<file path="config.mk">
export PLATFORM = sky130hd
export DESIGN_NAME = block_mover_flat
export DESIGN_NICKNAME = d
export VERILOG_FILES = /design/src/verilog/up_bram_pkg.sv /design/src/verilog/up_bus_if.sv /design/src/verilog/block_mover.sv /design/src/flat_wrapper.sv
export SDC_FILE = /design/constraint.sdc
export NUM_CORES = 1
export LEC_CHECK = 0
export BUFFER_PORTS_ARGS = -buffer_cell sky130_fd_sc_hd__buf_2
export CAP_MARGIN = 20
export CORE_ASPECT_RATIO = 1.4
export CORE_MARGIN = 1.5
export CORE_UTILIZATION = 43
export CTS_BUF_LIST = sky130_fd_sc_hd__clkbuf_16
export CTS_CLUSTER_SIZE = 30
export DETAILED_ROUTE_END_ITERATION = 10
export PLACE_DENSITY = 0.8
export SYNTH_ARGS = -nofsm -noshare
export SYNTH_HDL_FRONTEND = slang
export SYNTH_SLANG_ARGS = --single-unit
</file>
<file path="constraint.sdc">
create_clock -name clk -period 2.39 [get_ports clk]
set_input_delay 0.1195 -clock clk [delete_from_list [all_inputs] [get_ports clk]]
set_output_delay 0.1195 -clock clk [all_outputs]
set_load 0.02 [all_outputs]
</file>
<file path="src/verilog/up_bram_pkg.sv">
// Shared widths, memory depth and enum types; imported by every module of the BRAM subsystem.
`default_nettype none

package up_bram_pkg;

    //////////////////////////////////////////////////
    // Widths and depth
    //////////////////////////////////////////////////

    localparam int ADDR_W    = 10;  // Word address width.
    localparam int DATA_W    = 32;  // Data word width.
    localparam int BE_W      = 4;   // One enable per byte of a word.
    localparam int MEM_DEPTH = 1024;

    //////////////////////////////////////////////////
    // Enumerated types
    //////////////////////////////////////////////////

    // Block mover command opcodes.
    typedef enum logic {
        OP_FILL = 1'b0,  // Write the fill value to each word.
        OP_COPY = 1'b1   // Read each source word and write it to the destination.
    } mover_op_e;

    typedef enum logic [1:0] {
        MV_IDLE  = 2'd0,
        MV_READ  = 2'd1,
        MV_WRITE = 2'd2,
        MV_DONE  = 2'd3
    } mover_state_e;

    typedef enum logic [1:0] {
        ARB_IDLE  = 2'd0,
        ARB_ISSUE = 2'd1,
        ARB_WAIT  = 2'd2
    } arb_state_e;

    // Owner of the RAM port.
    typedef enum logic {
        GNT_HOST  = 1'b0,
        GNT_MOVER = 1'b1
    } grant_e;

endpackage

`default_nettype wire

</file>
<file path="src/verilog/up_bus_if.sv">
// Processor-style bus bundle with split write and read channels; master drives requests.
`default_nettype none

interface up_bus_if
    import up_bram_pkg::*;
();

    // Write channel.
    logic [ADDR_W-1:0] wr_addr;
    logic [BE_W-1:0]   wr_be;
    logic              wr_req;
    logic [DATA_W-1:0] wr_din;
    logic              wr_ack;

    // Read channel.
    logic [ADDR_W-1:0] rd_addr;
    logic              rd_req;
    logic [DATA_W-1:0] rd_dout;  // Valid only in the cycle of rd_ack.
    logic              rd_ack;

    modport master (
        output wr_addr,
        output wr_be,
        output wr_req,
        output wr_din,
        input  wr_ack,
        output rd_addr,
        output rd_req,
        input  rd_dout,
        input  rd_ack
    );

    modport slave (
        input  wr_addr,
        input  wr_be,
        input  wr_req,
        input  wr_din,
        output wr_ack,
        input  rd_addr,
        input  rd_req,
        output rd_dout,
        output rd_ack
    );

endinterface

`default_nettype wire
</file>
<file path="src/verilog/block_mover.sv">
// Command engine that fills or copies a range of RAM words through a bus master port.
`default_nettype none

module block_mover
    import up_bram_pkg::*;
(
    input  wire logic              clk,
    input  wire logic              rst,
    input  wire logic              cmd_start,
    input  wire mover_op_e         cmd_op,
    input  wire logic [ADDR_W-1:0] cmd_src,
    input  wire logic [ADDR_W-1:0] cmd_dst,
    input  wire logic [ADDR_W:0]   cmd_len,   // Word count, up to MEM_DEPTH.
    input  wire logic [DATA_W-1:0] cmd_fill,
    output logic                   cmd_busy,
    output logic                   cmd_done,
    up_bus_if.master               bus
);

    mover_state_e      state;
    mover_op_e         op_q;
    logic [ADDR_W-1:0] src_q;      // Next source word, wraps at the top of memory.
    logic [ADDR_W-1:0] dst_q;
    logic [ADDR_W:0]   remaining;  // Words still to be written.
    logic [DATA_W-1:0] data_q;     // Fill value or the word just read.

    assign bus.rd_addr = src_q;
    assign bus.wr_addr = dst_q;
    assign bus.wr_din  = data_q;
    assign bus.wr_be   = '1;  // Whole words only.

    //////////////////////////////////////////////////
    // Control FSM
    //////////////////////////////////////////////////

    always_ff @(posedge clk) begin
        if (rst) begin
            state      <= MV_IDLE;
            op_q       <= OP_FILL;
            src_q      <= '0;
            dst_q      <= '0;
            remaining  <= '0;
            cmd_busy   <= 1'b0;
            cmd_done   <= 1'b0;
            bus.wr_req <= 1'b0;
            bus.rd_req <= 1'b0;
        end else begin
            cmd_done <= 1'b0;
            case (state)
                MV_IDLE: begin
                    if (cmd_start) begin
                        op_q      <= cmd_op;
                        src_q     <= cmd_src;
                        dst_q     <= cmd_dst;
                        remaining <= cmd_len;
                        cmd_busy  <= 1'b1;
                        if (cmd_len == '0) begin
                            state <= MV_DONE;  // Nothing to move.
                        end else if (cmd_op == OP_COPY) begin
                            state <= MV_READ;
                        end else begin
                            state <= MV_WRITE;
                        end
                    end
                end
                MV_READ: begin
                    if (bus.rd_ack) begin
                        bus.rd_req <= 1'b0;
                        state      <= MV_WRITE;
                    end else if (!bus.rd_req) begin
                        bus.rd_req <= 1'b1;
                    end
                end
                MV_WRITE: begin
                    if (bus.wr_ack) begin
                        bus.wr_req <= 1'b0;
                        remaining  <= remaining - 1'b1;
                        src_q      <= src_q + 1'b1;
                        dst_q      <= dst_q + 1'b1;
                        if (remaining == 1) begin
                            state <= MV_DONE;
                        end else if (op_q == OP_COPY) begin
                            state <= MV_READ;
                        end
                        // A fill stays here and raises the next write after a gap.
                    end else if (!bus.wr_req) begin
                        bus.wr_req <= 1'b1;
                    end
                end
                MV_DONE: begin
                    cmd_busy <= 1'b0;
                    cmd_done <= 1'b1;  // Pulses as busy falls.
                    state    <= MV_IDLE;
                end
                default: state <= MV_IDLE;
            endcase
        end
    end

    // Data word: the fill value at start, or each word returned by a read.
    always_ff @(posedge clk) begin
        if (state == MV_IDLE && cmd_start) begin
            data_q <= cmd_fill;
        end else if (state == MV_READ && bus.rd_ack) begin
            data_q <= bus.rd_dout;
        end
    end

    // The count only moves down during a command and never wraps below zero.
    a_no_underflow : assert property (@(posedge clk) disable iff (rst)
        (cmd_busy && $past(cmd_busy)) |-> (remaining <= $past(remaining)))
        else $error("Mover remaining count underflowed.");

endmodule

`default_nettype wire

</file>
<file path="src/flat_wrapper.sv">
// flat-port wrapper written by rule: the top's interface ports become plain ports
module block_mover_flat import up_bram_pkg::*;
  (clk, rst, cmd_start, cmd_op, cmd_src, cmd_dst, cmd_len, cmd_fill, cmd_busy, cmd_done, bus_wr_addr, bus_wr_be, bus_wr_req, bus_wr_din, bus_wr_ack, bus_rd_addr, bus_rd_req, bus_rd_dout, bus_rd_ack);
  up_bus_if bus_i ();
  input  wire logic clk;
  input  wire logic rst;
  input  wire logic cmd_start;
  input  wire mover_op_e cmd_op;
  input  wire logic [ADDR_W-1:0] cmd_src;
  input  wire logic [ADDR_W-1:0] cmd_dst;
  input  wire logic [ADDR_W:0] cmd_len;
  input  wire logic [DATA_W-1:0] cmd_fill;
  output logic cmd_busy;
  output logic cmd_done;
  output wire logic [$bits(bus_i.wr_addr)-1:0] bus_wr_addr;
  output wire logic [$bits(bus_i.wr_be)-1:0] bus_wr_be;
  output wire logic [$bits(bus_i.wr_req)-1:0] bus_wr_req;
  output wire logic [$bits(bus_i.wr_din)-1:0] bus_wr_din;
  input wire logic [$bits(bus_i.wr_ack)-1:0] bus_wr_ack;
  output wire logic [$bits(bus_i.rd_addr)-1:0] bus_rd_addr;
  output wire logic [$bits(bus_i.rd_req)-1:0] bus_rd_req;
  input wire logic [$bits(bus_i.rd_dout)-1:0] bus_rd_dout;
  input wire logic [$bits(bus_i.rd_ack)-1:0] bus_rd_ack;
  assign bus_wr_addr = bus_i.wr_addr;
  assign bus_wr_be = bus_i.wr_be;
  assign bus_wr_req = bus_i.wr_req;
  assign bus_wr_din = bus_i.wr_din;
  assign bus_i.wr_ack = bus_wr_ack;
  assign bus_rd_addr = bus_i.rd_addr;
  assign bus_rd_req = bus_i.rd_req;
  assign bus_i.rd_dout = bus_rd_dout;
  assign bus_i.rd_ack = bus_rd_ack;
  block_mover u_core (.clk(clk), .rst(rst), .cmd_start(cmd_start), .cmd_op(cmd_op), .cmd_src(cmd_src), .cmd_dst(cmd_dst), .cmd_len(cmd_len), .cmd_fill(cmd_fill), .cmd_busy(cmd_busy), .cmd_done(cmd_done), .bus(bus_i));
endmodule
</file>
==> impl_metrics.py, run 1 <==
metrics = {
    "routing": {
        "antenna_violating_nets_post_route": 0,
        "num_vias": 3809,
        "detail_route.drc_violations": 0,
        "routed_wirelength_um": 9900,
        "drt-pass1-iter-count": 4,
        "avgRoutedWirePerCell_um": 14.2,
        "initialDrtViolationCount": 178,
        "avg_vias_per_cell": 5.45,
    },
    "layout": {
        "mostFrequentLayoutCell": "sky130_fd_sc_hd__buf_2",
        "area_growth_pct": 30.5,
        "total_area_of_multi_input_combinational_cells_um2": 1820,
        "antenna_cells": 0,
        "final_cell_mix": "156 x sky130_fd_sc_hd__buf_2, 123 x sky130_fd_sc_hd__nand2_1, 38 x sky130_fd_sc_hd__dfxtp_1, 34 x sky130_fd_sc_hd__o21ai_0, 33 x sky130_fd_sc_hd__a21oi_1",
        "finalNetCount": 698,
        "ff_latch_area_um2": 1720,
        "finalCoreUtilization": 0.584,
        "fillers": 727,
        "final_layout_size_suffix_gt1_frac": 0.318,
    },
    "worst_setup_path": {
        "timing.critical_path.from_type": "flip-flop",
        "worst-r2r-cell-count": 6,
        "crit_type": "flip-flop to flip-flop",
        "crit_required_ns": 2.62,
        "crit_path_max_fanout": 4,
        "crit-reg2reg-launch": "u_core.remaining[1]",
        "arrival_ns": 2.30,
        "worstReg2RegEnd": "u_core.state[0]",
        "end_kind": "flip-flop",
        "reg2reg_setup_slack_ns": 0.32,
    },
    "job": {
        "max-cap-violations": 0,
    },
    "floorplan": {
        "ports_placed_on_the_boundary": 161,
        "core_rows": 39,
        "die_area_um2": 9160,
        "die_h_um": 113,
        "start_util": 0.448,
        "die-width_um": 81.3,
        "design.core.area_um2": 8250,
    },
    "power_and_ir_drop": {
        "p_leak_uw": 0.00219,
        "power_density_nw_per_um2": 1230,
        "max-vdd-ir-drop_v": 0.000630,
    },
    "global_routing": {
        "met1_routing_resource_usage_after_global_routing": 0.238,
        "antenna_found_initial": 0,
        "grtUsageMet2": 0.397,
        "grt.busiest_layer": "met2",
        "groute.layer.met3.usage": 0.0382,
        "grt_first_pass_wirelength_um": 15500,
        "globalRoute.totalOverflow": 0,
        "globalRouteTotalUtil": 0.218,
        "first_global_vias": 3504,
        "pin_count_of_the_biggest_net_entering_global_routing": 39,
    },
    "synthesis": {
        "async_reset_ff_frac": 0,
        "ys_seq_elements": 70,
        "synthDominantCellAreaShare": 0.260,
        "synth_top_cells_by_area": "sky130_fd_sc_hd__edfxtp_1 26%, sky130_fd_sc_hd__dfxtp_1 21%, sky130_fd_sc_hd__nand2_1 13%",
        "syn_avg_cell_area_um2": 8.26,
        "synth_edf_count": 32,
        "synth-main-ff-cell": "sky130_fd_sc_hd__dfxtp_1",
        "netlist-cell-type-count": 55,
        "yosys_warnings": 0,
        "post_synthesis_sequential_area_ratio": 0.466,
        "yosysTopAreaCell": "sky130_fd_sc_hd__edfxtp_1",
        "mappedNetlistArea_um2": 3690,
        "netlist_instances": 447,
    },
    "cts": {
        "tritoncts_clock_tree": "built",
        "cts_buffer_depth": 2,
        "number_of_hold_buffers_added_after_cts": 0,
        "clock_tree.root_cell": "sky130_fd_sc_hd__clkbuf_16",
        "clk_pin_slew_worst_paths_ns": 0.05,
        "clk_latency_ns": 0.32,
        "post_cts.repair.setup_buffers": 0,
        "cts.sink_count": 70,
        "cts.repair.resized": 0,
        "cts.htree.levels": 3,
        "cts_made_buffers": 9,
    },
    "timing": {
        "actual_slew_at_the_worst_max_slew_pin_ns": 0.766,
        "report.final.hold_viol_count": 0,
        "timing.final.max_slew_violations": 0,
        "grt_setup_unrepaired": "false",
        "post-route-min-period_ns": 2.07,
        "setup_viol": 0,
        "timing.clock.skew_ns": 0.00584,
        "worst_slew_margin_rel": 0.489,
        "layout_setup_ws_ns": 0.324,
        "timing.fmax_mhz": 484,
        "finalCritPeriodShare": 0.865,
        "fin_tns_setup_ns": 0,
    },
    "place": {
        "port_buffers": 156,
        "detailedPlace.worstSlack_ns": 0.346,
        "post-dp-hpwl_um": 7250,
        "finalWeightedCongestion": 0.890,
    },
    "worst_hold_path": {
        "min_path_cells": 3,
        "hold_start": "cmd_fill[9]",
        "min_path_type": "primary input to flip-flop",
        "hold_end": "u_core.bus.wr_din[9]",
    },
    "status": {
        "run_status": "completed",
    },
}
## routing by layer
| metal | routed length, um | vias up |
|---|---|---|
| met5 | 0 | - |
| met4 | 161 | 0 |
| met3 | 796 | 13 |
| met2 | 5030 | 177 |
| met1 | 3910 | 1743 |
| li1 | - | 1876 |
## metrics by stage
stage / area (um2) / std cells / power, uW / hold WS (ns)
2_1_floorplan: 3710 / 450 / 3970 / 0.255
3_3_place_gp: 4540 / 683 / 4720 / 0.382
3_5_place_dp: 4540 / 683 / 4800 / 0.387
4_1_cts: 4790 / 698 / 5920 / 0.0452
5_1_grt: 4820 / 699 / 6340 / 0.0633
6_report: 4820 / 699 / 5930 / 0.0541
## registers in the layout, summed over array words and instances (netlist names)
signal / cells
u_core.bus.wr_addr: 10
u_core.bus.wr_req: 1
u_core.bus.wr_din: 32
u_core.cmd_busy: 1
u_core.state: 2
u_core.remaining: 11
u_core.op_q: 1
u_core.cmd_done: 1
u_core.bus.rd_req: 1
u_core.bus.rd_addr: 10
## cells by family after synthesis
kind of cell	share of synthesized area
flip-flops	0.466
other	0.00102
buffers and inverters	0.0471
adder cells (fa/ha/maj)	0.0136
AND/OR/NAND/NOR	0.272
AO/OA/AOI/OAI	0.188
multiplexers	0.0119
## worst max-delay path by stage
stage          depth (start not counted)                 from  slack, ns               endpoint
6_report                               6  u_core.remaining[1]       0.32        u_core.state[0]
3_5_place_dp                           6  u_core.remaining[1]       0.35        u_core.state[0]
2_1_floorplan                          3      u_core.state[0]       0.37   u_core.bus.wr_din[0]
5_1_grt                                6  u_core.remaining[1]       0.21        u_core.state[0]
4_1_cts                                4      u_core.state[1]       0.33  u_core.bus.wr_din[19]
3_3_place_gp                           6  u_core.remaining[1]       0.37        u_core.state[0]
## critical path, cell delays in order, from the launching register on
cell and delay (ns):
sky130_fd_sc_hd__dfxtp_1 0.33, sky130_fd_sc_hd__inv_1 0.10, sky130_fd_sc_hd__ha_1 0.13, sky130_fd_sc_hd__or3b_2 0.45
sky130_fd_sc_hd__o31a_1 0.34, sky130_fd_sc_hd__o31a_1 0.31, sky130_fd_sc_hd__a2111oi_4 0.30
## layout make-up
| type | count | share of cell area |
|---|---|---|
| clock buffer | 9 | 0.0467 |
| clock inverter | 6 | 0.00467 |
| inverter | 8 | 0.00623 |
| multi-input combinational | 338 | 0.377 |
| sequential | 70 | 0.357 |
| tap | 102 | 0.0265 |
| timing repair buffer | 166 | 0.182 |
## where the power goes
group	switching, uW	total, uW	leakage [uW]	internal [uW]
registers	323	2120	0.000624	1800
clock network	434	1100	0.000143	671
logic	1720	2700	0.00143	985
total	2470	5930	0.00219	3450
## cells in the mapped netlist (all sizes together) (7+ instances only)
cell / count
clkbuf: 29
a21oi: 33
nor2: 20
inv: 8
edfxtp: 32
dfxtp: 38
nor3: 13
nor4: 7
nand3: 10
and2: 11
nand2: 123
o21ai: 34
(Power assumes the default switching activity.)
==> run 2, diff against run 1 <==
- PLACE_DENSITY: 0.8 -> default
- PLACE_DENSITY_LB_ADDON: default -> 0.08
- RECOVER_POWER: default -> 100
==> run 2 against run 1 <==
Global-route usage is 0.16 points lower; sequential power hardly changed; hold slack worse by 0.0075 ns; clock skew is 0.0017 ns lower; power is 0.15% lower; core utilization is 1.0 points lower.
==> impl_metrics.py, run 2 (synthesized netlist as in run 1, its figures left out) <==
metrics = {
    "layout": {
        "finalNetCount": 699,
        "antenna_cells": 0,
        "final_cell_mix": "123 x sky130_fd_sc_hd__nand2_1, 100 x sky130_fd_sc_hd__buf_2, 57 x sky130_fd_sc_hd__clkbuf_1, 38 x sky130_fd_sc_hd__dfxtp_1, 34 x sky130_fd_sc_hd__o21ai_0",
        "largest_register_ffs": 32,
        "area_growth_pct": 28.3,
        "finalCoreUtilization": 0.574,
        "final_layout_size_suffix_gt1_frac": 0.227,
        "mostFrequentLayoutCell": "sky130_fd_sc_hd__nand2_1",
    },
    "timing": {
        "timing.final.max_slew_violations": 0,
        "actual_slew_at_the_worst_max_slew_pin_ns": 0.792,
        "setup_viol": 0,
        "worst_slew_margin_rel": 0.472,
        "timing.fmax_mhz": 475,
        "finalCritPeriodShare": 0.880,
        "layout_setup_ws_ns": 0.286,
        "fin_tns_setup_ns": 0,
        "report.final.hold_viol_count": 0,
        "grt_setup_unrepaired": "false",
        "post-route-min-period_ns": 2.10,
        "timing.clock.skew_ns": 0.00413,
    },
    "worst_setup_path": {
        "cp.buffers_inverters": 1,
        "end_kind": "flip-flop",
        "crit_required_ns": 2.60,
        "path_depth": 6,
        "reg2reg_setup_slack_ns": 0.29,
        "crit_type": "flip-flop to flip-flop",
        "timing.critical_path.from_type": "flip-flop",
        "critical_path.cell_chain": "inv_1 > ha_1 > or3b_2 > o31a_1 > o31a_1 > a2111oi_0",
        "most_frequent_cell_on_the_critical_path": "sky130_fd_sc_hd__o31a_1",
        "arrival_ns": 2.32,
        "worstReg2RegEnd": "u_core.state[0]",
        "critical_path.top_delay_family": "compound AO/OA/AOI/OAI gates",
        "worst-r2r-cell-count": 6,
        "cpMaxStageDelayCell": "sky130_fd_sc_hd__or3b_2",
        "crit_path_max_fanout": 4,
        "crit-reg2reg-launch": "u_core.remaining[1]",
        "cpPeakStageDelay_ns": 0.45,
    },
    "cts": {
        "cts.repair.resized": 0,
        "clk_latency_ns": 0.33,
        "clock_tree.root_cell": "sky130_fd_sc_hd__clkbuf_16",
        "post_cts.repair.setup_buffers": 0,
        "cts.sink_count": 70,
        "cts_buffer_depth": 2,
        "tritoncts_clock_tree": "built",
        "cts_made_buffers": 9,
        "number_of_hold_buffers_added_after_cts": 0,
        "clk_pin_slew_worst_paths_ns": 0.05,
        "cts.htree.levels": 3,
    },
    "routing": {
        "drt-pass1-iter-count": 4,
        "avg_vias_per_cell": 5.28,
        "routed_wirelength_um": 9920,
        "detail_route.drc_violations": 0,
        "antenna_violating_nets_post_route": 0,
        "avgRoutedWirePerCell_um": 14.1,
        "initialDrtViolationCount": 149,
        "num_vias": 3702,
    },
    "global_routing": {
        "globalRouteTotalUtil": 0.216,
        "pin_count_of_the_biggest_net_entering_global_routing": 39,
        "antenna_found_initial": 0,
        "grt.busiest_layer": "met2",
        "globalRoute.totalOverflow": 0,
        "groute.layer.met3.usage": 0.0431,
        "first_global_vias": 3279,
        "grt_first_pass_wirelength_um": 15400,
        "grtUsageMet2": 0.373,
        "met1_routing_resource_usage_after_global_routing": 0.249,
    },
    "job": {
        "max-cap-violations": 0,
    },
    "power_and_ir_drop": {
        "power_density_nw_per_um2": 1250,
        "p_leak_uw": 0.00199,
        "report.power.total_uw": 5920,
        "max-vdd-ir-drop_v": 0.000629,
    },
    "place": {
        "port_buffers": 156,
        "finalWeightedCongestion": 0.813,
        "post-dp-hpwl_um": 6960,
        "detailedPlace.worstSlack_ns": 0.338,
    },
    "worst_hold_path": {
        "min_path_cells": 3,
        "hold_end": "u_core.bus.wr_din[12]",
        "hold_start": "cmd_fill[12]",
        "min_path_type": "primary input to flip-flop",
    },
    "floorplan": {
        "ports_placed_on_the_boundary": 161,
        "start_util": 0.448,
        "core_rows": 39,
        "die_h_um": 113,
        "die-width_um": 81.3,
        "die_area_um2": 9160,
        "design.core.area_um2": 8250,
    },
    "status": {
        "run_status": "completed",
    },
}
==> run 2: through the flow <==
| step | cells | area (um2) | hold WS [ns] |
|---|---|---|---|
| detailed placement | 685 | 4580 | 0.382 |
| global placement | 684 | 4550 | 0.379 |
| CTS | 701 | 4860 | 0.0373 |
| global route | 701 | 4740 | 0.0519 |
| floorplan | 450 | 3710 | 0.255 |
| finish | 701 | 4740 | 0.0466 |
==> run 2: area by class of cell <==
| cell class | count | area [um2] |
|---|---|---|
| fill | 813 | 3510 |
| multi-input combinational | 338 | 1800 |
| sequential | 70 | 1720 |
| timing repair buffer | 167 | 779 |
| clock buffer | 9 | 225 |
| tap | 102 | 128 |
| clock inverter | 7 | 55.1 |
| inverter | 8 | 30.0 |
==> run 2: report_power, final <==
part / internal, uW / switching [uW]
Combinational: 834 / 1700
Sequential: 1800 / 316
Clock: 789 / 476
==> run 2: worst max-delay path by stage <==
stage	from	to	slack, ns
after floorplan	u_core.state[0]	u_core.bus.wr_din[0]	0.37
after global placement	u_core.remaining[1]	u_core.state[0]	0.37
after detailed placement	u_core.remaining[1]	u_core.state[0]	0.34
after CTS	u_core.remaining[1]	u_core.state[0]	0.33
after global routing	u_core.state[1]	u_core.remaining[9]	0.11
final	u_core.remaining[1]	u_core.state[0]	0.29
==> run 2: tightest hold or removal path, stage by stage <==
cell,delay [ns]
sky130_fd_sc_hd__buf_2,0.07
sky130_fd_sc_hd__nand2_1,0.04
sky130_fd_sc_hd__nand2_1,0.04
==> run 2: per-layer routing <==
metal | wire length (um) | vias up
li1 | - | 1877
met5 | 0 | -
met3 | 694 | 13
met4 | 190 | 0
met1 | 4030 | 1679
met2 | 5000 | 133
