### src/verilog/up_bram_pkg.sv
// Shared widths, memory depth and enum types; imported by every module of the BRAM subsystem.
`default_nettype none

package up_bram_pkg;

    //////////////////////////////////////////////////
    // Widths and depth
    //////////////////////////////////////////////////

    localparam int ADDR_W    = 10;  // Word address width.
    localparam int DATA_W    = 32;  // Data word width.
    localparam int BE_W      = 4;   // One enable per byte of a word.
    localparam int MEM_DEPTH = 1024;

    //////////////////////////////////////////////////
    // Enumerated types
    //////////////////////////////////////////////////

    // Block mover command opcodes.
    typedef enum logic {
        OP_FILL = 1'b0,  // Write the fill value to each word.
        OP_COPY = 1'b1   // Read each source word and write it to the destination.
    } mover_op_e;

    typedef enum logic [1:0] {
        MV_IDLE  = 2'd0,
        MV_READ  = 2'd1,
        MV_WRITE = 2'd2,
        MV_DONE  = 2'd3
    } mover_state_e;

    typedef enum logic [1:0] {
        ARB_IDLE  = 2'd0,
        ARB_ISSUE = 2'd1,
        ARB_WAIT  = 2'd2
    } arb_state_e;

    // Owner of the RAM port.
    typedef enum logic {
        GNT_HOST  = 1'b0,
        GNT_MOVER = 1'b1
    } grant_e;

endpackage

`default_nettype wire

### src/verilog/up_bus_if.sv
// Processor-style bus bundle with split write and read channels; master drives requests.
`default_nettype none

interface up_bus_if
    import up_bram_pkg::*;
();

    // Write channel.
    logic [ADDR_W-1:0] wr_addr;
    logic [BE_W-1:0]   wr_be;
    logic              wr_req;
    logic [DATA_W-1:0] wr_din;
    logic              wr_ack;

    // Read channel.
    logic [ADDR_W-1:0] rd_addr;
    logic              rd_req;
    logic [DATA_W-1:0] rd_dout;  // Valid only in the cycle of rd_ack.
    logic              rd_ack;

    modport master (
        output wr_addr,
        output wr_be,
        output wr_req,
        output wr_din,
        input  wr_ack,
        output rd_addr,
        output rd_req,
        input  rd_dout,
        input  rd_ack
    );

    modport slave (
        input  wr_addr,
        input  wr_be,
        input  wr_req,
        input  wr_din,
        output wr_ack,
        input  rd_addr,
        input  rd_req,
        output rd_dout,
        output rd_ack
    );

endinterface

`default_nettype wire
### src/verilog/up_bus_arbiter.sv
// Round-robin arbiter between host and mover buses; serves one RAM access at a time.
`default_nettype none

module up_bus_arbiter
    import up_bram_pkg::*;
(
    input  wire logic clk,
    input  wire logic rst,
    up_bus_if.slave   host,
    up_bus_if.slave   mover,
    up_bus_if.master  mem
);

    arb_state_e state;
    grant_e     grant;        // Master owning the current access.
    grant_e     last_served;  // Master whose access completed last.
    grant_e     gnt_next;
    logic       host_req;
    logic       mover_req;
    logic       mem_ack;

    assign host_req  = host.wr_req | host.rd_req;
    assign mover_req = mover.wr_req | mover.rd_req;
    assign mem_ack   = mem.wr_ack | mem.rd_ack;

    // On contention the master not served last wins.
    always_comb begin
        if (host_req && mover_req) begin
            gnt_next = (last_served == GNT_HOST) ? GNT_MOVER : GNT_HOST;
        end else if (mover_req) begin
            gnt_next = GNT_MOVER;
        end else begin
            gnt_next = GNT_HOST;
        end
    end

    //////////////////////////////////////////////////
    // Access FSM
    //////////////////////////////////////////////////

    always_ff @(posedge clk) begin
        if (rst) begin
            state       <= ARB_IDLE;
            grant       <= GNT_HOST;
            last_served <= GNT_MOVER;  // Host wins the first tie.
            mem.wr_req  <= 1'b0;
            mem.rd_req  <= 1'b0;
        end else begin
            case (state)
                ARB_IDLE: begin
                    if (host_req || mover_req) begin
                        grant <= gnt_next;
                        if (gnt_next == GNT_MOVER) begin
                            mem.wr_req <= mover.wr_req;
                            mem.rd_req <= mover.rd_req;
                        end else begin
                            mem.wr_req <= host.wr_req;
                            mem.rd_req <= host.rd_req;
                        end
                        state <= ARB_ISSUE;
                    end
                end
                ARB_ISSUE: begin
                    mem.wr_req <= 1'b0;  // Strobe lasts a single cycle.
                    mem.rd_req <= 1'b0;
                    state      <= ARB_WAIT;
                end
                ARB_WAIT: begin
                    if (mem_ack) begin
                        last_served <= grant;
                        state       <= ARB_IDLE;
                    end
                end
                default: state <= ARB_IDLE;
            endcase
        end
    end

    // Address and data of the granted master, captured with the strobe.
    always_ff @(posedge clk) begin
        if (state == ARB_IDLE) begin
            mem.wr_addr <= (gnt_next == GNT_MOVER) ? mover.wr_addr : host.wr_addr;
            mem.wr_be   <= (gnt_next == GNT_MOVER) ? mover.wr_be   : host.wr_be;
            mem.wr_din  <= (gnt_next == GNT_MOVER) ? mover.wr_din  : host.wr_din;
            mem.rd_addr <= (gnt_next == GNT_MOVER) ? mover.rd_addr : host.rd_addr;
        end
    end

    //////////////////////////////////////////////////
    // Response routing
    //////////////////////////////////////////////////

    assign host.wr_ack   = mem.wr_ack && (grant == GNT_HOST);
    assign host.rd_ack   = mem.rd_ack && (grant == GNT_HOST);
    assign host.rd_dout  = (grant == GNT_HOST) ? mem.rd_dout : '0;
    assign mover.wr_ack  = mem.wr_ack && (grant == GNT_MOVER);
    assign mover.rd_ack  = mem.rd_ack && (grant == GNT_MOVER);
    assign mover.rd_dout = (grant == GNT_MOVER) ? mem.rd_dout : '0;

    // An ack must land on a request the master is still holding.
    a_ack_while_req : assert property (@(posedge clk) disable iff (rst)
        (host.wr_ack -> host.wr_req) && (host.rd_ack -> host.rd_req) &&
        (mover.wr_ack -> mover.wr_req) && (mover.rd_ack -> mover.rd_req))
        else $error("Ack delivered to a master with no matching request.");

    a_strobe_in_issue : assert property (@(posedge clk) disable iff (rst)
        (mem.wr_req || mem.rd_req) |-> (state == ARB_ISSUE))
        else $error("RAM strobe outside the issue state.");

    a_master_one_req : assert property (@(posedge clk) disable iff (rst)
        !(host.wr_req && host.rd_req) && !(mover.wr_req && mover.rd_req))
        else $error("A master raised read and write together.");

endmodule

`default_nettype wire

### src/flat_wrapper.sv
// flat-port wrapper written by rule: the top's interface ports become plain ports
module up_bus_arbiter_flat import up_bram_pkg::*;
  (clk, rst, host_wr_addr, host_wr_be, host_wr_req, host_wr_din, host_wr_ack, host_rd_addr, host_rd_req, host_rd_dout, host_rd_ack, mover_wr_addr, mover_wr_be, mover_wr_req, mover_wr_din, mover_wr_ack, mover_rd_addr, mover_rd_req, mover_rd_dout, mover_rd_ack, mem_wr_addr, mem_wr_be, mem_wr_req, mem_wr_din, mem_wr_ack, mem_rd_addr, mem_rd_req, mem_rd_dout, mem_rd_ack);
  up_bus_if host_i ();
  up_bus_if mover_i ();
  up_bus_if mem_i ();
  input  wire logic clk;
  input  wire logic rst;
  input wire logic [$bits(host_i.wr_addr)-1:0] host_wr_addr;
  input wire logic [$bits(host_i.wr_be)-1:0] host_wr_be;
  input wire logic [$bits(host_i.wr_req)-1:0] host_wr_req;
  input wire logic [$bits(host_i.wr_din)-1:0] host_wr_din;
  output wire logic [$bits(host_i.wr_ack)-1:0] host_wr_ack;
  input wire logic [$bits(host_i.rd_addr)-1:0] host_rd_addr;
  input wire logic [$bits(host_i.rd_req)-1:0] host_rd_req;
  output wire logic [$bits(host_i.rd_dout)-1:0] host_rd_dout;
  output wire logic [$bits(host_i.rd_ack)-1:0] host_rd_ack;
  input wire logic [$bits(mover_i.wr_addr)-1:0] mover_wr_addr;
  input wire logic [$bits(mover_i.wr_be)-1:0] mover_wr_be;
  input wire logic [$bits(mover_i.wr_req)-1:0] mover_wr_req;
  input wire logic [$bits(mover_i.wr_din)-1:0] mover_wr_din;
  output wire logic [$bits(mover_i.wr_ack)-1:0] mover_wr_ack;
  input wire logic [$bits(mover_i.rd_addr)-1:0] mover_rd_addr;
  input wire logic [$bits(mover_i.rd_req)-1:0] mover_rd_req;
  output wire logic [$bits(mover_i.rd_dout)-1:0] mover_rd_dout;
  output wire logic [$bits(mover_i.rd_ack)-1:0] mover_rd_ack;
  output wire logic [$bits(mem_i.wr_addr)-1:0] mem_wr_addr;
  output wire logic [$bits(mem_i.wr_be)-1:0] mem_wr_be;
  output wire logic [$bits(mem_i.wr_req)-1:0] mem_wr_req;
  output wire logic [$bits(mem_i.wr_din)-1:0] mem_wr_din;
  input wire logic [$bits(mem_i.wr_ack)-1:0] mem_wr_ack;
  output wire logic [$bits(mem_i.rd_addr)-1:0] mem_rd_addr;
  output wire logic [$bits(mem_i.rd_req)-1:0] mem_rd_req;
  input wire logic [$bits(mem_i.rd_dout)-1:0] mem_rd_dout;
  input wire logic [$bits(mem_i.rd_ack)-1:0] mem_rd_ack;
  assign host_i.wr_addr = host_wr_addr;
  assign host_i.wr_be = host_wr_be;
  assign host_i.wr_req = host_wr_req;
  assign host_i.wr_din = host_wr_din;
  assign host_wr_ack = host_i.wr_ack;
  assign host_i.rd_addr = host_rd_addr;
  assign host_i.rd_req = host_rd_req;
  assign host_rd_dout = host_i.rd_dout;
  assign host_rd_ack = host_i.rd_ack;
  assign mover_i.wr_addr = mover_wr_addr;
  assign mover_i.wr_be = mover_wr_be;
  assign mover_i.wr_req = mover_wr_req;
  assign mover_i.wr_din = mover_wr_din;
  assign mover_wr_ack = mover_i.wr_ack;
  assign mover_i.rd_addr = mover_rd_addr;
  assign mover_i.rd_req = mover_rd_req;
  assign mover_rd_dout = mover_i.rd_dout;
  assign mover_rd_ack = mover_i.rd_ack;
  assign mem_wr_addr = mem_i.wr_addr;
  assign mem_wr_be = mem_i.wr_be;
  assign mem_wr_req = mem_i.wr_req;
  assign mem_wr_din = mem_i.wr_din;
  assign mem_i.wr_ack = mem_wr_ack;
  assign mem_rd_addr = mem_i.rd_addr;
  assign mem_rd_req = mem_i.rd_req;
  assign mem_i.rd_dout = mem_rd_dout;
  assign mem_i.rd_ack = mem_rd_ack;
  up_bus_arbiter u_core (.clk(clk), .rst(rst), .host(host_i), .mover(mover_i), .mem(mem_i));
endmodule
### config.mk
export PLATFORM = sky130hd
export DESIGN_NAME = up_bus_arbiter_flat
export DESIGN_NICKNAME = d
export VERILOG_FILES = /design/src/verilog/up_bram_pkg.sv /design/src/verilog/up_bus_if.sv /design/src/verilog/up_bus_arbiter.sv /design/src/flat_wrapper.sv
export SDC_FILE = /design/constraint.sdc
export NUM_CORES = 1
export LEC_CHECK = 0
export BUFFER_PORTS_ARGS = -buffer_cell sky130_fd_sc_hd__buf_2
export CAP_MARGIN = 5
export CORE_AREA = 5 5 106 108
export CTS_CLUSTER_DIAMETER = 150
export CTS_CLUSTER_SIZE = 8
export DETAILED_ROUTE_END_ITERATION = 6
export DIE_AREA = 0 0 111 113
export PLACE_DENSITY = 0.68
export SLEW_MARGIN = 20
export SYNTH_ARGS = -nofsm -noshare
export SYNTH_HDL_FRONTEND = slang
export SYNTH_SLANG_ARGS = --single-unit
### constraint.sdc
create_clock -name clk -period 3.7 [get_ports clk]
set_input_delay 1.11 -clock clk [delete_from_list [all_inputs] [get_ports clk]]
set_output_delay 1.11 -clock clk [all_outputs]
set_load 0.005 [all_outputs]
==> impl_metrics.tcl, run 1 <==
set metrics [dict create \
    cp_slowest_cell "dfxtp_2" \
    synthDistinctLibCells 25 \
    hold-worst-slack_ns 0.5062 \
    clk_path_buf_depth 2 \
    worstSetupPathType "flop to output pin" \
    synth.largest_area_cell "edfxtp_1" \
    fin_cells 644 \
    cts_sinks 62 \
    routed_via_density 4.458 \
    cp_num_buf_inv 1 \
    ys_warn_count 0 \
    numCtsBuffers 9 \
    irDropWorstVdd_mv 0.2153 \
    setup_slack_ns 0.8816 \
    p_per_area_nw_per_um2 387.3 \
    path_max_fanout 70 \
    startpoint "u_core.grant" \
    path_cells "and2_1 -> buf_2" \
    coreArea_sq_um 10140 \
    place_area_sq_um 4641 \
    critPathLaunchType "flop" \
    drt-pass1-iter-count 4 \
    final_cell_mix "buf_2 (277), edfxtp_1 (56), mux2_2 (45), nor2b_1 (35), and2_1 (34)" \
    avgSynthCellArea_sq_um 13.70 \
    dpl_worst_slack_ns 0.9255 \
    final_cell_area_sq_um 4810 \
    syn_area_sq_um 3124 \
    placed_cells 630 \
    clk-insertion-delay-late_ns 0.34 \
    routed_wirelength_um 10590 \
    drt_iter0_drc 109 \
    final_common_cell "buf_2" \
    fillCellCount 964 \
    clk_pin_slew_ns 0.06 \
    crit_arrival_ns 1.71 \
    timing.rr.end "u_core.mem.wr_din[19]" \
    dp_hpwl_um 8863 \
    vias 2871 \
    cp.depth 2 \
    grt-ovfl-total 0 \
    grt_pass1_wl_um 15790 \
    path_delay_family "flip-flops" \
    grt_antenna_before_repair 0 \
    yosys.area.top_type_share_pct 53.82 \
    setup_violations 0 \
    endpoint "mover_rd_dout[31]" \
    slew_violations 0 \
    netlist_instances 228 \
    worst-slew-pin-transition_ns 0.9368 \
    min_period_over_period_pct 76.17 \
    worstReg2RegStart "u_core.last_served" \
    max_freq_mhz 354.8 \
    rows 37 \
    cts_hold_buffers 0 \
    gr-usage-all-layers_pct 16.38 \
    critical-path-max-stage-delay_ns 0.94 \
    grt_max_degree 71 \
    reg2reg_slack_ns 1.85 \
    chipHeight_um 113 \
    die_x_um 111 \
    max_cap_viol_count 0 \
    synthToLayoutAreaGrowth_pct 53.94 \
    netlist_top_cells_area "edfxtp_1 (54%), mux2_2 (16%), nor2b_1 (7.0%), and2_1 (6.8%), mux2_1 (4.0%)" \
    layout.nets 657 \
    n_antenna_cell 0 \
    die_area_sq_um 12540 \
    slew_headroom_pct 37.55 \
    grt_pass1_vias 3125 \
    status "finished clean" \
    synth.net_count 380 \
    cts_tree "done" \
    required_ns 2.59 \
    drc 0 \
    rsz0062_at_grt "no" \
    htreeDepth 3 \
    hp-class "flop to flop" \
    hold_start "u_core.mem.wr_req" \
    ys_seq_area_share_pct 57.67 \
    gp_congestion 0.8370 \
    p_leak_nw 2.346 \
    layout-drive-gt1-share_pct 66.54 \
    totalPowerFinal_mw 1.863 \
    r2r_cells 4 \
    setup_tns_ns 0 \
    port_buffers 277 \
    setup.worst_path.end_class "output pin" \
    start_util_pct 30.82 \
    final_util_pct 47.44 \
    clockRootBuffer "clkbuf_8" \
    wl_per_cell_um 16.44 \
    ctsResizeCount 0 \
    final_antenna_net_count 0 \
    final_hold_viol_count 0 \
    io_pins 278 \
    synth_seq_cells 62 \
    fin_worst_skew_ns 0.009450 \
    cts_setup_buffers 0 \
    fin_crit_ns 2.818 \
]
[final cells by class]
class                   count  area [sq um]  share of cell area (%)
clock buffers              11         131.4                   2.732
inverters                   1         3.754                 0.07804
flip-flops and latches     62          1803                   37.49
multi-input cells         152          1250                   25.99
clock inverters             3         37.54                  0.7804
repair buffers            279          1414                   29.40
well taps                 136         170.2                   3.538
[flip-flops by register name, summed over array words and instances (netlist names)]
signal              flops
u_core.grant            1
u_core.mem.rd_req       1
u_core.state            2
u_core.mem.wr_din      32
u_core.mem.wr_req       1
u_core.mem.rd_addr     10
u_core.last_served      1
u_core.mem.wr_addr     10
u_core.mem.wr_be        4
[where the power goes]
| group | switching [mW] | internal [mW] |
|---|---|---|
| Combinational | 0.187 | 0.224 |
| Clock | 0.235 | 0.299 |
| Sequential | 0.0364 | 0.881 |
[tightest hold or removal path: cells and delay by family, from the launching register on]
kind | cells | cell delay, ns
flops | 1 | 0.31
compound gates | 1 | 0.07
simple gates | 1 | 0.08
[layer usage]
metal	up-vias	wire, um	GRT usage, %
li1	1369	-	-
met1	1320	3524	15.43
met2	173	5910	32.48
met3	9	1028	6.417
met4	0	123	4.762
met5	-	0	0
[cells by family (layout without fill, tap and decap cells)]
kind of cell | after synthesis | count (layout) | synth area share [%]
simple gates | 84 | 84 | 16.78
flops | 62 | 62 | 57.67
mux | 56 | 56 | 20.18
buf+inv | 14 | 294 | 2.923
compound gates | 12 | 12 | 2.443
[worst min-delay path by stage]
stage	slack, ns	cells after the start	to
after global placement	0.50	2	u_core.mem.wr_req
after global routing	0.55	2	u_core.mem.wr_req
final	0.51	2	u_core.mem.wr_req
after CTS	0.51	2	u_core.mem.wr_req
after detailed placement	0.50	2	u_core.mem.wr_req
after floorplan	0.49	2	u_core.mem.rd_req
[synth_stat cells]
cell,n
a211o_1,1
a21oi_1,4
and2_1,34
and3b_1,2
buf_2,1
buf_6,5
clkbuf_1,7
dfxtp_1,6
edfxtp_1,56
inv_1,1
mux2_1,11
mux2_2,45
nand2_1,2
nand2b_1,3
nand3b_1,2
nor2_1,3
nor2b_1,35
nor3_1,1
nor4_1,1
o211ai_1,1
o21ai_0,1
o21ai_1,2
o31ai_1,1
o32ai_1,2
or4_4,1
Note: power is estimated with default switching activity, not from simulation.
==> run 2, diff against run 1 <==
ABC_AREA = 1   (was not set)
CORE_AREA = 5 5 104 106   (was 5 5 106 108)
DIE_AREA = 0 0 109 111   (was 0 0 111 113)
PLACE_DENSITY = 0.72   (was 0.68)
clock period = 2.7 ns   (was 3.7 ns; I/O delays follow)
==> impl_metrics.tcl, run 2 <==
set metrics [dict create \
    grt-ovfl-total 0 \
    max_freq_mhz 496.0 \
    drc 0 \
    final_cell_mix "buf_2 (277), nand2_1 (162), inv_1 (72), nand3_1 (60), edfxtp_1 (56)" \
    grt_antenna_before_repair 0 \
    io_pins 278 \
    cts_tree "done" \
    synth.largest_area_cell "edfxtp_1" \
    p_leak_nw 3.087 \
    worstSetupPathType "primary input to output pin" \
    layout-drive-gt1-share_pct 42.76 \
    irDropWorstVdd_mv 0.2640 \
    numCtsBuffers 9 \
    cpMostUsedCell "buf_2" \
    worst-slew-pin-transition_ns 0.7401 \
    critical-path-max-stage-delay_ns 0.13 \
    fin_worst_skew_ns 0.01066 \
    synth_edf_count 56 \
    rsz0062_at_grt "no" \
    n_antenna_cell 0 \
    largest_reg_flops 32 \
    gp_congestion 0.7759 \
    gr-usage-all-layers_pct 17.82 \
    grt_pass1_vias 3752 \
    grt_max_degree 71 \
    synth.net_count 582 \
    hp-class "flop to flop" \
    r2r_cells 5 \
    ys_warn_count 0 \
    rows 36 \
    vias 3738 \
    ys_seq_area_share_pct 54.57 \
    setup.worst_path.end_class "output pin" \
    synthToLayoutAreaGrowth_pct 51.61 \
    port_buffers 277 \
    endpoint "host_rd_ack" \
    drt-pass1-iter-count 6 \
    timing.rr.end "u_core.mem.rd_req" \
    synthDistinctLibCells 14 \
    yosys.area.top_type_share_pct 50.93 \
    synth_seq_cells 62 \
    drt_iter0_drc 182 \
    netlist_instances 430 \
    p_per_area_nw_per_um2 543.8 \
    required_ns 1.89 \
    final_util_pct 51.69 \
    status "finished clean" \
    yosysMostFrequentCell "nand2_1" \
    critPathLaunchType "primary input" \
    clk_path_buf_depth 2 \
    reg2reg_slack_ns 1.10 \
    clk-insertion-delay-late_ns 0.33 \
    setup_violations 0 \
    layout.nets 852 \
    reg_top3 "u_core.mem.wr_din (32), u_core.mem.rd_addr (10), u_core.mem.wr_addr (10)" \
    cts_hold_buffers 0 \
    final_antenna_net_count 0 \
    async_reset_ff_share_pct 0 \
    netlist_top_cells_area "edfxtp_1 (51%), nand2_1 (19%), nand3_1 (9.1%), inv_1 (8.3%), nor2_1 (4.7%)" \
    hold-worst-slack_ns 0.4958 \
    max_cap_viol_count 0 \
    slew_headroom_pct 50.54 \
    cts_setup_buffers 0 \
    chipHeight_um 111 \
    cts_sinks 62 \
    start_util_pct 34.10 \
    die_x_um 109 \
    grt_pass1_wl_um 17190 \
    synth_common_cells "nand2_1 (163), inv_1 (73), nand3_1 (60)" \
    final_common_cell "buf_2" \
    ctsResizeCount 0 \
    wl_per_cell_um 13.48 \
    regMostFlops "u_core.mem.wr_din" \
    slew_violations 0 \
    cp_slowest_cell "buf_2" \
    fin_crit_ns 2.016 \
    worstReg2RegStart "u_core.state[0]" \
    path_cells "buf_2 -> inv_1 -> nor2_1 -> buf_2" \
    syn_area_sq_um 3302 \
    routed_via_density 4.466 \
    avgSynthCellArea_sq_um 7.679 \
    crit_arrival_ns 1.21 \
    startpoint "mem_rd_ack" \
    clockRootBuffer "clkbuf_8" \
    dp_hpwl_um 9023 \
    coreArea_sq_um 9684 \
    setup_tns_ns 0 \
    die_area_sq_um 12100 \
    path_max_fanout 3 \
    clk_pin_slew_ns 0.07 \
    htreeDepth 3 \
    routed_wirelength_um 11290 \
    min_period_over_period_pct 74.68 \
    synthFlopType "edfxtp_1" \
    final_hold_viol_count 0 \
]
-- run 2: changes by cell type in the layout (fill, tap and decap cells not counted), sizes merged, moves of 3 or more --
cell | previous run | this run
nand2 | 2 | 163
a21oi | 4 | 1
mux2 | 56 | 0
and2 | 34 | 0
nand2b | 3 | 0
nand3 | 0 | 60
nor2 | 3 | 41
inv | 1 | 72
buf | 279 | 285
clkinv | 2 | 5
nor2b | 35 | 0
-- run 2: critical path: cells and delay by family --
kind	cells	cell delay [ns]
buffers and inverters	3	0.28
AND/OR/NAND/NOR	1	0.12
-- run 2: how the worst min path moves through the flow --
stage | slack [ns] | from | endpoint | cells after the start
finish | 0.50 | u_core.mem.wr_req | u_core.mem.wr_req | 2
floorplan | 0.46 | u_core.last_served | u_core.last_served | 2
CTS | 0.49 | u_core.mem.wr_req | u_core.mem.wr_req | 2
global route | 0.54 | u_core.mem.wr_req | u_core.mem.wr_req | 2
global placement | 0.47 | u_core.mem.wr_req | u_core.mem.wr_req | 2
detailed placement | 0.48 | u_core.mem.wr_req | u_core.mem.wr_req | 2
-- run 2: where the power goes --
| group | switching, mW | leakage (nW) | total (mW) | internal, mW |
|---|---|---|---|---|
| Combinational | 0.397 | 2.38 | 0.709 | 0.312 |
| Sequential | 0.0392 | 0.615 | 1.26 | 1.22 |
| Clock | 0.343 | 0.0876 | 0.753 | 0.410 |
| Total | 0.779 | 3.09 | 2.72 | 1.94 |
-- run 2: logic make-up after synthesis --
| logic type | synth area share (%) |
|---|---|
| AO/OA/AOI/OAI | 0.7199 |
| buffers and inverters | 12.24 |
| flip-flops | 54.57 |
| AND/OR/NAND/NOR | 32.47 |
-- run 2: layer usage --
metal  vias to the layer above  track usage [%]  wire [um]
met3                        15            3.902       1068
met5                         -                0          0
li1                       1862                -          -
met4                         0            6.566        186
met1                      1671            17.91       3844
met2                       190            34.60       6186
-- run 2: area by class of cell --
type,instances,area (sq um)
clock inverters,6,53.80
flip-flops and latches,62,1803
fillers,946,4678
clock buffers,9,123.9
well taps,133,166.4
multi-input cells,269,1114
repair buffers,285,1471
inverters,73,274.0
-- run 2: metrics by stage --
stage          power [mW]  setup slack [ns]  area [sq um]  instances
5_1_grt             2.900            0.5794          5006        837
2_1_floorplan       1.591            0.1974          3304        430
6_report            2.722            0.6837          5006        837
3_3_place_gp        1.981            0.5648          4828        822
3_5_place_dp        2.002            0.4918          4828        822
4_1_cts             2.759            0.6689          5006        837
